`config.mk`:
```
export PLATFORM = sky130hd
export DESIGN_NAME = agu_stage_flat
export DESIGN_NICKNAME = d
export VERILOG_FILES = /design/src/lsu_pkg.sv /design/src/mem_cmd_if.sv /design/src/agu_stage.sv /design/src/flat_wrapper.sv
export SDC_FILE = /design/constraint.sdc
export NUM_CORES = 1
export LEC_CHECK = 0
export BUFFER_PORTS_ARGS = -buffer_cell sky130_fd_sc_hd__buf_2
export CORE_MARGIN = 1
export CORE_UTILIZATION = 45
export CTS_CLUSTER_DIAMETER = 100
export DETAILED_ROUTE_END_ITERATION = 10
export PLACE_DENSITY = 0.77
export SLEW_MARGIN = 40
export SYNTH_ARGS = -nofsm -noshare
export SYNTH_HDL_FRONTEND = slang
export SYNTH_SLANG_ARGS = --single-unit
```
`constraint.sdc`:
```
create_clock -name clk -period 13.7 [get_ports clk]
set_input_delay 2.74 -clock clk [delete_from_list [all_inputs] [get_ports clk]]
set_output_delay 2.74 -clock clk [all_outputs]
set_load 0.1 [all_outputs]
```
`src/lsu_pkg.sv`:
```
/*
 * lsu package
 * load/store encodings, byte-lane masks, memory sizing and the
 * command record passed from the address stage to the load/store unit
 */
`default_nettype none

package lsu_pkg;

    // datapath width
    localparam int XLEN = 32;

    // data memory sizing, in 32-bit words
    localparam int MEM_WORDS = 256;
    localparam int MEM_AW    = 8;

    // byte enables for the lowest lanes, shifted up by addr[1:0]
    localparam logic [3:0] MASK_8  = 4'b0001;
    localparam logic [3:0] MASK_16 = 4'b0011;
    localparam logic [3:0] MASK_32 = 4'b1111;

    // load kinds, signed and unsigned variants for byte and half
    typedef enum logic [2:0] {
        LOAD_NONE = 3'd0,
        LOAD_LB   = 3'd1,
        LOAD_LH   = 3'd2,
        LOAD_LW   = 3'd3,
        LOAD_LBU  = 3'd4,
        LOAD_LHU  = 3'd5
    } load_type_e;

    // store kinds
    typedef enum logic [1:0] {
        STORE_NONE = 2'd0,
        STORE_SB   = 2'd1,
        STORE_SH   = 2'd2,
        STORE_SW   = 2'd3
    } store_type_e;

    // one memory command
    // wb_en is set for loads only
    typedef struct packed {
        logic [XLEN-1:0] addr;
        logic [XLEN-1:0] wdata;
        load_type_e      load_type;
        store_type_e     store_type;
        logic [4:0]      rd;
        logic            wb_en;
    } mem_cmd_t;

endpackage

`default_nettype wire

```
`src/mem_cmd_if.sv`:
```
/*
 * memory command link
 * carries one command from the address stage to the load/store unit
 */
`timescale 1ns/1ps
`default_nettype none

interface mem_cmd_if;
    import lsu_pkg::*;

    // one-cycle strobe, cmd is held until the next accept
    logic     valid;
    mem_cmd_t cmd;
    // high while the unit works on a command
    logic     busy;

    modport producer (
        output valid,
        output cmd,
        input  busy
    );

    modport consumer (
        input  valid,
        input  cmd,
        output busy
    );

endinterface

`default_nettype wire

```
`src/agu_stage.sv`:
```
/*
 * address generation stage
 * forms base + offset, registers the memory command and pulses valid
 */
`timescale 1ns/1ps
`default_nettype none

module agu_stage (
    input  logic                     clk,
    input  logic                     rst,
    input  logic                     cmd_valid_i,
    input  logic [lsu_pkg::XLEN-1:0] base_i,
    input  logic [lsu_pkg::XLEN-1:0] offset_i,
    input  logic [lsu_pkg::XLEN-1:0] wdata_i,
    input  lsu_pkg::load_type_e      load_type_i,
    input  lsu_pkg::store_type_e     store_type_i,
    input  logic [4:0]               rd_i,
    mem_cmd_if.producer              cmd
);
    import lsu_pkg::*;

    logic     accept;
    mem_cmd_t next_cmd;

    // new commands are dropped while the unit is busy
    assign accept = cmd_valid_i && !cmd.busy;

    always_comb begin
        next_cmd.addr       = base_i + offset_i;
        next_cmd.wdata      = wdata_i;
        next_cmd.load_type  = load_type_i;
        next_cmd.store_type = store_type_i;
        next_cmd.rd         = rd_i;
        // only loads write back
        next_cmd.wb_en      = (load_type_i != LOAD_NONE);
    end

    always_ff @(posedge clk) begin
        if (rst) begin
            cmd.valid <= 1'b0;
        end else begin
            cmd.valid <= accept;
        end
    end

    // payload held until the next accept
    always_ff @(posedge clk) begin
        if (accept) begin
            cmd.cmd <= next_cmd;
        end
    end

    // upstream must wait for busy to drop
    a_no_valid_while_busy: assert property (
        @(posedge clk) disable iff (rst)
        cmd_valid_i |-> !cmd.busy
    ) else $error("command offered while load/store unit busy");

    // a registered command is either a load or a store, never both
    a_load_xor_store: assert property (
        @(posedge clk) disable iff (rst)
        cmd.valid |-> (cmd.cmd.load_type == LOAD_NONE ||
                       cmd.cmd.store_type == STORE_NONE)
    ) else $error("command carries both a load and a store type");

endmodule

`default_nettype wire

```
`src/flat_wrapper.sv`:
```
// flat-port wrapper written by rule: the top's interface ports become plain ports
module agu_stage_flat import lsu_pkg::*;
  (clk, rst, cmd_valid_i, base_i, offset_i, wdata_i, load_type_i, store_type_i, rd_i, cmd_valid, cmd_cmd, cmd_busy);
  mem_cmd_if cmd_i ();
  input  logic clk;
  input  logic rst;
  input  logic cmd_valid_i;
  input  logic [lsu_pkg::XLEN-1:0] base_i;
  input  logic [lsu_pkg::XLEN-1:0] offset_i;
  input  logic [lsu_pkg::XLEN-1:0] wdata_i;
  input  lsu_pkg::load_type_e load_type_i;
  input  lsu_pkg::store_type_e store_type_i;
  input  logic [4:0] rd_i;
  output wire logic [$bits(cmd_i.valid)-1:0] cmd_valid;
  output wire logic [$bits(cmd_i.cmd)-1:0] cmd_cmd;
  input wire logic [$bits(cmd_i.busy)-1:0] cmd_busy;
  assign cmd_valid = cmd_i.valid;
  assign cmd_cmd = cmd_i.cmd;
  assign cmd_i.busy = cmd_busy;
  agu_stage u_core (.clk(clk), .rst(rst), .cmd_valid_i(cmd_valid_i), .base_i(base_i), .offset_i(offset_i), .wdata_i(wdata_i), .load_type_i(load_type_i), .store_type_i(store_type_i), .rd_i(rd_i), .cmd(cmd_i));
endmodule
```
==> results.sh <==
export IMPL_outcome="completed"
export IMPL_ys_seq_elements=76
export IMPL_numCtsBuffers=9
export IMPL_fin_setup_tns_ns=0
export IMPL_critPathLaunchType="input port"
export IMPL_hold_viol=0
export IMPL_synth_top_area_cell="edfxtp_1"
export IMPL_tightest_slew_ns=0.664
export IMPL_avgSynthCellArea_um2=12.3
export IMPL_wl_met3_um=816
export IMPL_wl_per_cell_um=16.7
export IMPL_p_switching_uw=300
export IMPL_cts_root_buf="clkbuf_8"
export IMPL_grt_first_pass_wirelength_um=16400
export IMPL_antenna_cells=0
export IMPL_cts_path_max_buffers=2
export IMPL_io_buffer_count=185
export IMPL_cts_resized=0
export IMPL_intPower_uw=465
export IMPL_area_growth_pct=30.2
export IMPL_gp_congestion=0.944
export IMPL_track_usage=0.218
export IMPL_synth_warnings=0
export IMPL_arrival_ns=4.85
export IMPL_drc=0
export IMPL_vias=3654
export IMPL_synth_area_leaders="edfxtp_1 (54%), ha_1 (9.2%), a21oi_1 (3.2%), xnor2_1 (2.9%), xor2_1 (2.5%)"
export IMPL_wl_met1_um=4210
export IMPL_fmaxAchievable_mhz=210
export IMPL_top_layer="met4"
export IMPL_finalMaxSlewViolations=0
export IMPL_p_clk_frac=0.263
export IMPL_route_met2_wl_um=5510
export IMPL_period_needed_ns=4.77
export IMPL_die_y_um=98.6
export IMPL_cts_sinks=76
export IMPL_min_from="rst"
export IMPL_grt_max_degree=77
export IMPL_synthesis_nets=483
export IMPL_regArea_mm2=0.00227
export IMPL_fill_cells=719
export IMPL_fp_coreArea_mm2=0.00889
export IMPL_drt_iter0_drc=295
export IMPL_syn_area_mm2=0.00420
export IMPL_setup_viol=0
export IMPL_peakVddDrop_uv=49.4
export IMPL_die_area_mm2=0.00972
export IMPL_synthArstFlopShare=0
export IMPL_ios=186
export IMPL_firstDrtPassIters=5
export IMPL_rsz0062_at_grt="false"
export IMPL_post_cts_buffers=0
export IMPL_synth_edf_count=75
export IMPL_min_path_cells=2
export IMPL_p_leak_uw=0.00234
export IMPL_totalWireLength_um=10700
export IMPL_crit_type="in2reg"
export IMPL_cts_tree="yes"
export IMPL_utilization=0.615
export IMPL_end_kind="register"
export IMPL_fin_crit_sh=0.348
export IMPL_hp_class="in2reg"
export IMPL_synth_top_area_frac=0.537
export IMPL_place_hpwl_um=8560
export IMPL_drive_gt1_frac=0.407
export IMPL_overflow=0
export IMPL_ant_nets=0
export IMPL_power_density_mw_per_mm2=140
export IMPL_post_synth_num_cell_types=64
export IMPL_row_count=34
export IMPL_first_global_vias=3431
export IMPL_cp_required_ns=13.78
export IMPL_min_to="u_core.cmd.valid$_SDFF_PP0_"
export IMPL_combPwrFrac=0.362
export IMPL_die_w_um=98.6
export IMPL_ys_flop_type="edfxtp_1"
export IMPL_power_frac_seq=0.375
export IMPL_yosysSeqAreaShare=0.541
export IMPL_relSlewSlack=0.558
export IMPL_multi_input_area_mm2=0.00187
export IMPL_syn_inst=341
export IMPL_antenna_found_initial=0
export IMPL_critPathMaxFanout=5
export IMPL_cap_violations=0
export IMPL_h_tree_depth=3
export IMPL_netSwitchingFraction=0.392
export IMPL_start_util=0.472
export IMPL_ctsHoldBuffers=0
export IMPL_avgViaCountPerCell=5.70
export IMPL_final_net_count=670
export IMPL_clk_pin_slew_ns=0.07
export IMPL_hold_ws_ns=2.55
-- power by group through the flow --
| stage | combinational [uW] | clock (uW) | sequential [uW] |
|---|---|---|---|
| 6_report | 277 | 202 | 287 |
| 5_1_grt | 290 | 214 | 289 |
| 4_1_cts | 276 | 206 | 287 |
| 3_5_place_dp | 275 | 0 | 292 |
| 3_3_place_gp | 272 | 0 | 291 |
| 2_1_floorplan | 79.8 | 0 | 432 |
-- stage by stage --
step	worst slack (ns)	std cells	total power [uW]	area (um^2)
after floorplan	7.07	341	512	4200
after global routing	8.81	641	793	5460
after detailed placement	8.59	625	567	5230
after CTS	8.95	641	769	5460
final	8.93	641	765	5460
after global placement	8.69	625	563	5220
-- worst max path at each step --
stage                    from                            to  slack, ns  cells past startpoint
floorplan            cmd_busy   u_core.cmd.cmd[0]$_DFFE_PP_       7.07                      1
global placement    base_i[0]  u_core.cmd.cmd[73]$_DFFE_PP_       8.69                      9
detailed placement  base_i[0]  u_core.cmd.cmd[73]$_DFFE_PP_       8.59                      9
CTS                 base_i[0]  u_core.cmd.cmd[73]$_DFFE_PP_       8.95                      9
global route        base_i[0]  u_core.cmd.cmd[73]$_DFFE_PP_       8.81                      9
finish              base_i[0]  u_core.cmd.cmd[61]$_DFFE_PP_       8.93                      9
-- layer usage --
| metal | vias up | track usage |
|---|---|---|
| met3 | 23 | 0.0454 |
| met1 | 1717 | 0.258 |
| li1 | 1708 | - |
| met5 | - | 0 |
| met2 | 206 | 0.394 |
| met4 | 0 | 0.0735 |
-- cell usage in the layout, fill, tap and decap left out, types with 10 or more instances in the layout --
cell type / count
o21ai_0: 15
buf_2: 185
nor2_1: 18
a21o_1: 13
nand4_1: 10
ha_1: 31
a21oi_1: 27
edfxtp_1: 75
xor2_1: 12
nor3_1: 10
xnor2_1: 14
nand2_1: 19
-- critical path: stages --
cell,delay [ns]
buf_2,0.10
ha_1,0.25
fa_1,0.43
a21o_1,0.24
a221oi_4,0.35
o211ai_2,0.16
a21boi_1,0.30
o21bai_1,0.13
xor2_1,0.16
-- Yosys cell counts (all sizes together) (2+ instances only) --
cell type   n
a2111oi     2
o21a        3
clkbuf      3
or2         2
o221ai      2
or3         2
nand2      19
nor2       18
a31oi       4
a21boi      3
a21o       13
a21oi      28
nand3       7
nand4      10
edfxtp     75
xor2       12
buf         7
xnor2      14
nor4        3
o21ai      22
inv         4
nor2b       5
a211oi      5
o211ai      4
a221oi      3
o21bai      6
o31ai       3
ha         31
nor3       11
nand2b      2
-- flip-flops by register name, summed over array words and instances (netlist names) --
register / count
u_core.cmd.valid: 1
u_core.cmd.cmd: 75
-- logic make-up (layout without fill, tap and decap cells) --
logic type,after synthesis,in the layout,synth area share
AO/OA/AOI/OAI,105,105,0.176
multiplexers,1,1,0.00239
adder cells (fa/ha/maj),32,32,0.0972
AND/OR/NAND/NOR,87,87,0.113
buffers and inverters,14,206,0.0158
XOR/XNOR,26,26,0.0543
flip-flops,76,76,0.541
-- layout make-up --
cell class                      count  share of cell area
Clock buffer                       10              0.0234
Timing Repair Buffer              186               0.172
Clock inverter                      6              0.0204
Inverter                            4             0.00275
Sequential cell                    76               0.416
Multi-Input combinational cell    251               0.341
Tap cell                          108              0.0247
Power figures use the tool's default switching activity.
