### src/lsu_pkg.sv
/*
 * lsu package
 * load/store encodings, byte-lane masks, memory sizing and the
 * command record passed from the address stage to the load/store unit
 */
`default_nettype none

package lsu_pkg;

    // datapath width
    localparam int XLEN = 32;

    // data memory sizing, in 32-bit words
    localparam int MEM_WORDS = 256;
    localparam int MEM_AW    = 8;

    // byte enables for the lowest lanes, shifted up by addr[1:0]
    localparam logic [3:0] MASK_8  = 4'b0001;
    localparam logic [3:0] MASK_16 = 4'b0011;
    localparam logic [3:0] MASK_32 = 4'b1111;

    // load kinds, signed and unsigned variants for byte and half
    typedef enum logic [2:0] {
        LOAD_NONE = 3'd0,
        LOAD_LB   = 3'd1,
        LOAD_LH   = 3'd2,
        LOAD_LW   = 3'd3,
        LOAD_LBU  = 3'd4,
        LOAD_LHU  = 3'd5
    } load_type_e;

    // store kinds
    typedef enum logic [1:0] {
        STORE_NONE = 2'd0,
        STORE_SB   = 2'd1,
        STORE_SH   = 2'd2,
        STORE_SW   = 2'd3
    } store_type_e;

    // one memory command
    // wb_en is set for loads only
    typedef struct packed {
        logic [XLEN-1:0] addr;
        logic [XLEN-1:0] wdata;
        load_type_e      load_type;
        store_type_e     store_type;
        logic [4:0]      rd;
        logic            wb_en;
    } mem_cmd_t;

endpackage

`default_nettype wire

### src/wb_regfile.sv
/*
 * writeback register file
 * 32 x XLEN registers, x0 hard-wired to zero, one combinational read port
 */
`timescale 1ns/1ps
`default_nettype none

module wb_regfile (
    input  logic                     clk,
    input  logic                     rst,
    input  logic                     we_i,
    input  logic [4:0]               waddr_i,
    input  logic [lsu_pkg::XLEN-1:0] wdata_i,
    input  logic [4:0]               raddr_i,
    output logic [lsu_pkg::XLEN-1:0] rdata_o
);
    import lsu_pkg::*;

    logic [XLEN-1:0] regs [32];

    // writes to x0 are dropped, so x0 keeps its reset value
    always_ff @(posedge clk) begin
        if (rst) begin
            for (int i = 0; i < 32; i++) begin
                regs[i] <= '0;
            end
        end else if (we_i && (waddr_i != 5'd0)) begin
            regs[waddr_i] <= wdata_i;
        end
    end

    assign rdata_o = regs[raddr_i];

endmodule

`default_nettype wire
### config.mk
export PLATFORM = sky130hd
export DESIGN_NAME = wb_regfile
export DESIGN_NICKNAME = d
export VERILOG_FILES = /design/src/lsu_pkg.sv /design/src/wb_regfile.sv
export SDC_FILE = /design/constraint.sdc
export NUM_CORES = 1
export LEC_CHECK = 0
export BUFFER_PORTS_ARGS = -buffer_cell sky130_fd_sc_hd__buf_2
export CORE_MARGIN = 8
export CORE_UTILIZATION = 45
export DETAILED_ROUTE_END_ITERATION = 10
export PLACE_DENSITY = 0.57
export SLEW_MARGIN = 20
export SYNTH_ARGS = -nofsm -noshare
export SYNTH_HDL_FRONTEND = slang
export SYNTH_SLANG_ARGS = --single-unit
### constraint.sdc
create_clock -name clk -period 2.8 [get_ports clk]
set_input_delay 0.28 -clock clk [delete_from_list [all_inputs] [get_ports clk]]
set_output_delay 0.28 -clock clk [all_outputs]
set_load 0.01 [all_outputs]
==> results.md, run 1 <==
* Result of the run: completed
* RePlAce Congestion at 0.795
* # DRC at 0
* Commonest register cell after synthesis: sky130_fd_sc_hd__edfxtp_1
* Synth top area cells: sky130_fd_sc_hd__edfxtp_1 65%, sky130_fd_sc_hd__and2_1 13%, sky130_fd_sc_hd__mux2i_1 11%, sky130_fd_sc_hd__clkbuf_1 1.6%, sky130_fd_sc_hd__a22oi_1 1.5%
* Drt pass-1 iters at 5
* Slowest stage delay, CP at 0.40 ns
* Setup repair after global routing missed its margin: false
* Number of global-route vias before repair at 28600
* Number of antenna violations at the first check in global routing at 13
* Proportion of layout cells with a drive suffix above 1 at 13.9%
* Max-slew violation total from the final report at 0
* Layout net count at 3582
* Required time worst endpoint at 2.52 ns
* Register with the highest flop count: regs
* Syn Std Cell Area at 47100 um2
* Cell area after placement at 50000 um2
* Final Util at 51.5%
* Number of warnings printed during yosys synthesis at 0
* Die Span Y at 339 um
* Number of synthesized flops with an enable pin at 1024
* Critical setup path kind: flip-flop to output port
* Top cell family by delay on the critical path: compound AO/OA/AOI/OAI gates
* Cell Count, Final, Fillers Out at 5014
* Most instantiated cells after synthesis: 1024 x sky130_fd_sc_hd__edfxtp_1, 993 x sky130_fd_sc_hd__and2_1, 512 x sky130_fd_sc_hd__mux2i_1, 201 x sky130_fd_sc_hd__clkbuf_1, 98 x sky130_fd_sc_hd__nand2_1
* Pin count of the biggest net entering global routing at 71
* Number of vias in the routed layout at 28100
* Post-detailed-placement half-perimeter wirelength at 82.8 mm
* Biggest registers after layout: regs: 1024 flops
* CP bufs+invs at 2
* Leftover overflow at the end of global routing at 0
* Worst voltage drop across the vdd grid at 0.557 mV
* Area growth from synthesis to layout at 13.3%
* Critical Path Source Type: flip-flop
* Slowest-stage cell, CP: sky130_fd_sc_hd__edfxtp_1
* Series of cell instances along the critical path: mux2i_1 -> a22o_1 -> nor3_1 -> buf_4 -> a31oi_2 -> nand3_1 -> buf_2
* Cell variety after synth at 30
* Post-Synthesis Mean Instance Area at 13.7 um2
* Sinks on Clock Net at 1024
* Total routed wirelength at 137 mm
* Worst slew slack as a fraction of its limit at 38.2%
* Gate count after technology mapping at 3447
* Filler cells at 8785
* Worst hold slack after final layout at 0.126 ns
* Period utilization at 95.8%
* Die extent in x at 339 um
* Global-route usage over all layers at 23.2%
* Final setup viols at 0
* Power per Cell Area at 643 nW/um2
* Hold path startpoint: rst
* Number of flip-flops in the largest register at 1024
* Num rows at 118
* Least setup slack across all paths after layout at 0.119 ns
* Effective utilization at floorplan at 45.4%
* Tightest Hold Check Type: input port to flip-flop
* LEAKAGE at 20.1 nW
* Die Outline Area at 115000 um2
* Seq/Total Area, Yosys at 65.3%
* Number of buffer cells added on primary ports at 76
* Area fraction of the dominant cell type after synthesis at 65.3%
* Count of pins on the block boundary at 77
* Fmax at 373 MHz
* Post-route total power at 34.3 mW
* Max cap viols at 0
* Register bit total from synthesis at 1024
* First-pass GRT wire length at 198 mm
* ANT nets after route at 0
* Period minus WS final at 2.68 ns
* Non-Filler Cell Area, Final at 53400 um2
* TritonCTS clock tree: yes
* Buffer levels on the longest clock path at 3
* Synth area leader: sky130_fd_sc_hd__edfxtp_1
* Number of instances in the placed design at 4808
* Sort of element at the end of the critical path: output port
* Number of levels the H-tree was split into at 3
* Routed length per instance at 27.4 um
* Setup slack after placement at -0.0267 ns
* Number of CTS-inserted buffers at 107
* Via-per-instance ratio at 5.60
* Total Negative Setup Slacks at 0 ns
* Worst Tran Pin Value at 0.926 ns
* Launch point of the critical path: regs[7][6]
* Most numerous cell in the Yosys netlist: sky130_fd_sc_hd__edfxtp_1
* Number of hold-slack violations in the final timing report at 0
* FFs w/ async S/R, synth at 0%
* CTS Root Buffer Type: sky130_fd_sc_hd__clkbuf_16
* First-iteration detailed-routing DRC count at 2615
* Data arrival at the endpoint of the critical path at 2.40 ns
* Area of the core at 104000 um2
* Reg clk slew, reported paths at 0.06 ns
* Crit-path max FO at 1
kinds of logic after synthesis:
family | count (synthesis) | synth area share, %
DFF | 1024 | 65.3
other | 1 | 0.00796
and+or+nand+nor | 1302 | 16.5
buffers and inverters | 320 | 3.13
AOI/OAI and AO/OA | 288 | 4.17
muxes | 512 | 10.9
area by class of cell:
class	count	area [um2]	share of cell area, %
clock buffers	126	2770	5.19
repair buffers	270	2480	4.66
flip-flops and latches	1024	30700	57.6
multi-input cells	2134	15100	28.3
clock inverters	72	532	0.997
diodes	8	20.0	0.0375
well taps	1380	1730	3.24
where the power goes:
group	switching, mW	internal (mW)
combinational	1.90	0.971
clock	5.95	7.60
sequential	0.228	17.7
final timing paths:
| check | end | cells past startpoint |
|---|---|---|
| max | rdata_o[6] | 7 |
| min | regs[0][20] | 2 |
metal layers:
layer / GRT usage [%] / wire length (um) / up-vias
met5: 0 / 0 / -
met4: 5.95 / 3240 / 0
met3: 3.46 / 8170 / 175
met2: 39.4 / 66700 / 905
met1: 31.4 / 59200 / 14400
li1: - / - / 12600
repair_timing:
action | in CTS | in global routing
setup buffers | 0 | 0
gates cloned | 0 | 0
gates resized for setup | 4 | 2
hold buffers | 0 | 0
setup endpoints to repair | 4 | 2
cells in the final DEF, fill, tap and decap left out, drive strengths merged, types with 51 or more instances in the layout:
cell and n:
clkbuf 126, mux2i 512, nand2 99, nand3 98, edfxtp 1024, buf 270
a22o 64, a21oi 96, and2 993, clkinv 51, a22oi 96
Note: power is estimated with default switching activity, not from simulation.
==> inputs of run 2 (changes only) <==
--- a/config.mk
+++ b/config.mk
@@ -7,9 +7,9 @@
 export LEC_CHECK = 0
 export BUFFER_PORTS_ARGS = -buffer_cell sky130_fd_sc_hd__buf_2
 export CORE_MARGIN = 8
-export CORE_UTILIZATION = 45
+export CORE_UTILIZATION = 41
 export DETAILED_ROUTE_END_ITERATION = 10
-export PLACE_DENSITY = 0.57
+export PLACE_DENSITY = 0.53
 export SLEW_MARGIN = 20
 export SYNTH_ARGS = -nofsm -noshare
 export SYNTH_HDL_FRONTEND = slang
==> results.md, run 2 (same netlist as run 1, synthesis figures left out) <==
* Data arrival at the endpoint of the critical path at 2.43 ns (+0.03 ns)
* Area growth from synthesis to layout at 13.1%
* Number of buffer cells added on primary ports at 76 (unchanged)
* Required time worst endpoint at 2.52 ns (about the same)
* Worst voltage drop across the vdd grid at 0.484 mV (-13%)
* TritonCTS clock tree: yes
* Total of cells resized after clock tree synthesis at 0 (-4)
* Number of vias in the routed layout at 27600 (-1.6%)
* Number of hold-slack violations in the final timing report at 0 (unchanged)
* Global-route usage over all layers at 20.6% (-2.6 points)
* Least setup slack across all paths after layout at 0.0890 ns (-0.0298 ns)
* Sw power at 8.07 mW (about the same)
* Number of global-route vias before repair at 28500 (-0.38%)
* Max-slew violation total from the final report at 0 (unchanged)
* Die extent in x at 355 um (+4.5%)
* Number of levels the H-tree was split into at 3 (unchanged)
* Register with the highest flop count: regs
* Number of flip-flops in the largest register at 1024 (unchanged)
* Total setup buffers inserted after CTS at 0 (unchanged)
* Fraction of power spent switching nets at 23.3% (-0.27 points)
* Hold_buf cts at 0 (unchanged)
* Worst hold slack after final layout at 0.213 ns (+0.0871 ns)
* Number of CTS-inserted buffers at 112 (+4.7%)
* Post-route total power at 34.7 mW (+1.1%)
* Final Util at 46.7% (-4.8 points)
* Total Negative Setup Slacks at 0 ns (unchanged)
* Clock network fraction of design power at 40.5% (+1.0 points)
* Pin count of the biggest net entering global routing at 85 (+20%)
* Num rows at 124 (+5.1%)
* First-iteration detailed-routing DRC count at 2463 (-5.8%)
* CTS Root Buffer Type: sky130_fd_sc_hd__clkbuf_16
* Post-detailed-placement half-perimeter wirelength at 82.3 mm (-0.68%)
* Most common cell after layout, fill and taps aside: sky130_fd_sc_hd__edfxtp_1
* Power per Cell Area at 652 nW/um2 (+1.3%)
* ANT nets after route at 0 (unchanged)
* First-pass GRT wire length at 194 mm (-2.4%)
* Sort of element at the end of the critical path: output port
* Die Outline Area at 126000 um2 (+9.3%)
* Setup repair after global routing missed its margin: false
* Drt pass-1 iters at 5 (unchanged)
* Biggest registers after layout: regs: 1024 flops
* # DRC at 0 (unchanged)
* Number of antenna violations at the first check in global routing at 12 (-1)
* Comb power frac at 7.9% (-0.5 points)
* Effective utilization at floorplan at 41.2% (-4.2 points)
* Critical setup path kind: input port to output port
* Result of the run: completed
* Reg clk slew, reported paths at 0.05 ns (about the same)
* Fmax at 369 MHz (-1.1%)
* Routed length per instance at 26.0 um (-5.2%)
* Total routed wirelength at 133 mm (-3.0%)
* Setup slack after placement at 0.156 ns (+0.183 ns)
* Count of pins on the block boundary at 77 (unchanged)
* Leftover overflow at the end of global routing at 0 (unchanged)
* Proportion of layout cells with a drive suffix above 1 at 13.0% (-0.91 points)
* Internal portion of total power at 26.6 mW (+1.5%)
* Tightest Hold Check Type: input port to flip-flop
* Buffer levels on the longest clock path at 3 (unchanged)
* Crit-path max FO at 32 (+31)
* Die Span Y at 355 um (+4.5%)
* Period utilization at 96.8% (+1.1 points)
* Area of the core at 114000 um2 (+10%)
* Max cap viols at 0 (unchanged)
* Worst Tran Pin Value at 0.850 ns (-0.0763 ns)
* Period minus WS final at 2.71 ns (+0.0298 ns)
* Sinks on Clock Net at 1024 (unchanged)
* Final setup viols at 0 (unchanged)
* LEAKAGE at 20.0 nW (-0.44%)
* Commonest non-fill, non-tap cells in the layout: 1024 x sky130_fd_sc_hd__edfxtp_1, 992 x sky130_fd_sc_hd__and2_1, 512 x sky130_fd_sc_hd__mux2i_1
* Layout net count at 3565 (-0.47%)
* Flop pwr share at 51.6% (-0.6 points)
* Critical Path Source Type: input port
* Via-per-instance ratio at 5.38 (-3.9%)
* RePlAce Congestion at 0.810 (+1.9%)
* Worst slew slack as a fraction of its limit at 43.3% (+5.1 points)
==> run 2: worst max-delay path, stage by stage <==
cell and delay, ns:
sky130_fd_sc_hd__buf_2 0.18, sky130_fd_sc_hd__and2_4 0.42, sky130_fd_sc_hd__buf_12 0.32, sky130_fd_sc_hd__buf_12 0.23, sky130_fd_sc_hd__a22oi_1 0.16, sky130_fd_sc_hd__nand3_1 0.15, sky130_fd_sc_hd__nand3_1 0.33, sky130_fd_sc_hd__buf_2 0.28
==> run 2: path summary, 6_finish.rpt <==
check / start / end / slack [ns] / depth (start not counted)
max: raddr_i[2] / rdata_o[4] / 0.09 / 8
min: rst / regs[0][3] / 0.21 / 2
==> run 2: stage by stage <==
stage | area (um2) | cells
6_report | 53300 | 5131
5_1_grt | 53300 | 5123
4_1_cts | 53200 | 5123
3_5_place_dp | 49800 | 4918
3_3_place_gp | 49800 | 4918
2_1_floorplan | 47200 | 3478
==> run 2: power groups by stage <==
stage                     logic (mW)  clock network [mW]  registers, mW
after floorplan                 1.56                   0           18.2
after global placement          2.75                   0           18.2
after detailed placement        2.77                   0           18.2
after CTS                       2.78                14.3           17.9
after global routing            2.93                14.9           18.0
final                           2.75                14.1           17.9
==> run 2: final cells by class <==
cell class,instances,area [um2]
Fill cell,10200,60900
Sequential cell,1024,30700
Multi-Input combinational cell,2134,15000
Clock buffer,143,3000
Timing Repair Buffer,248,2120
Tap cell,1512,1890
Clock inverter,62,440
Antenna cell,8,20.0
==> run 2: per-layer routing <==
metal,part of all wire (%),track usage (%)
met3,6.0,3.44
met5,0.030,0
met1,44,28.4
met4,3.1,6.24
met2,47,33.5
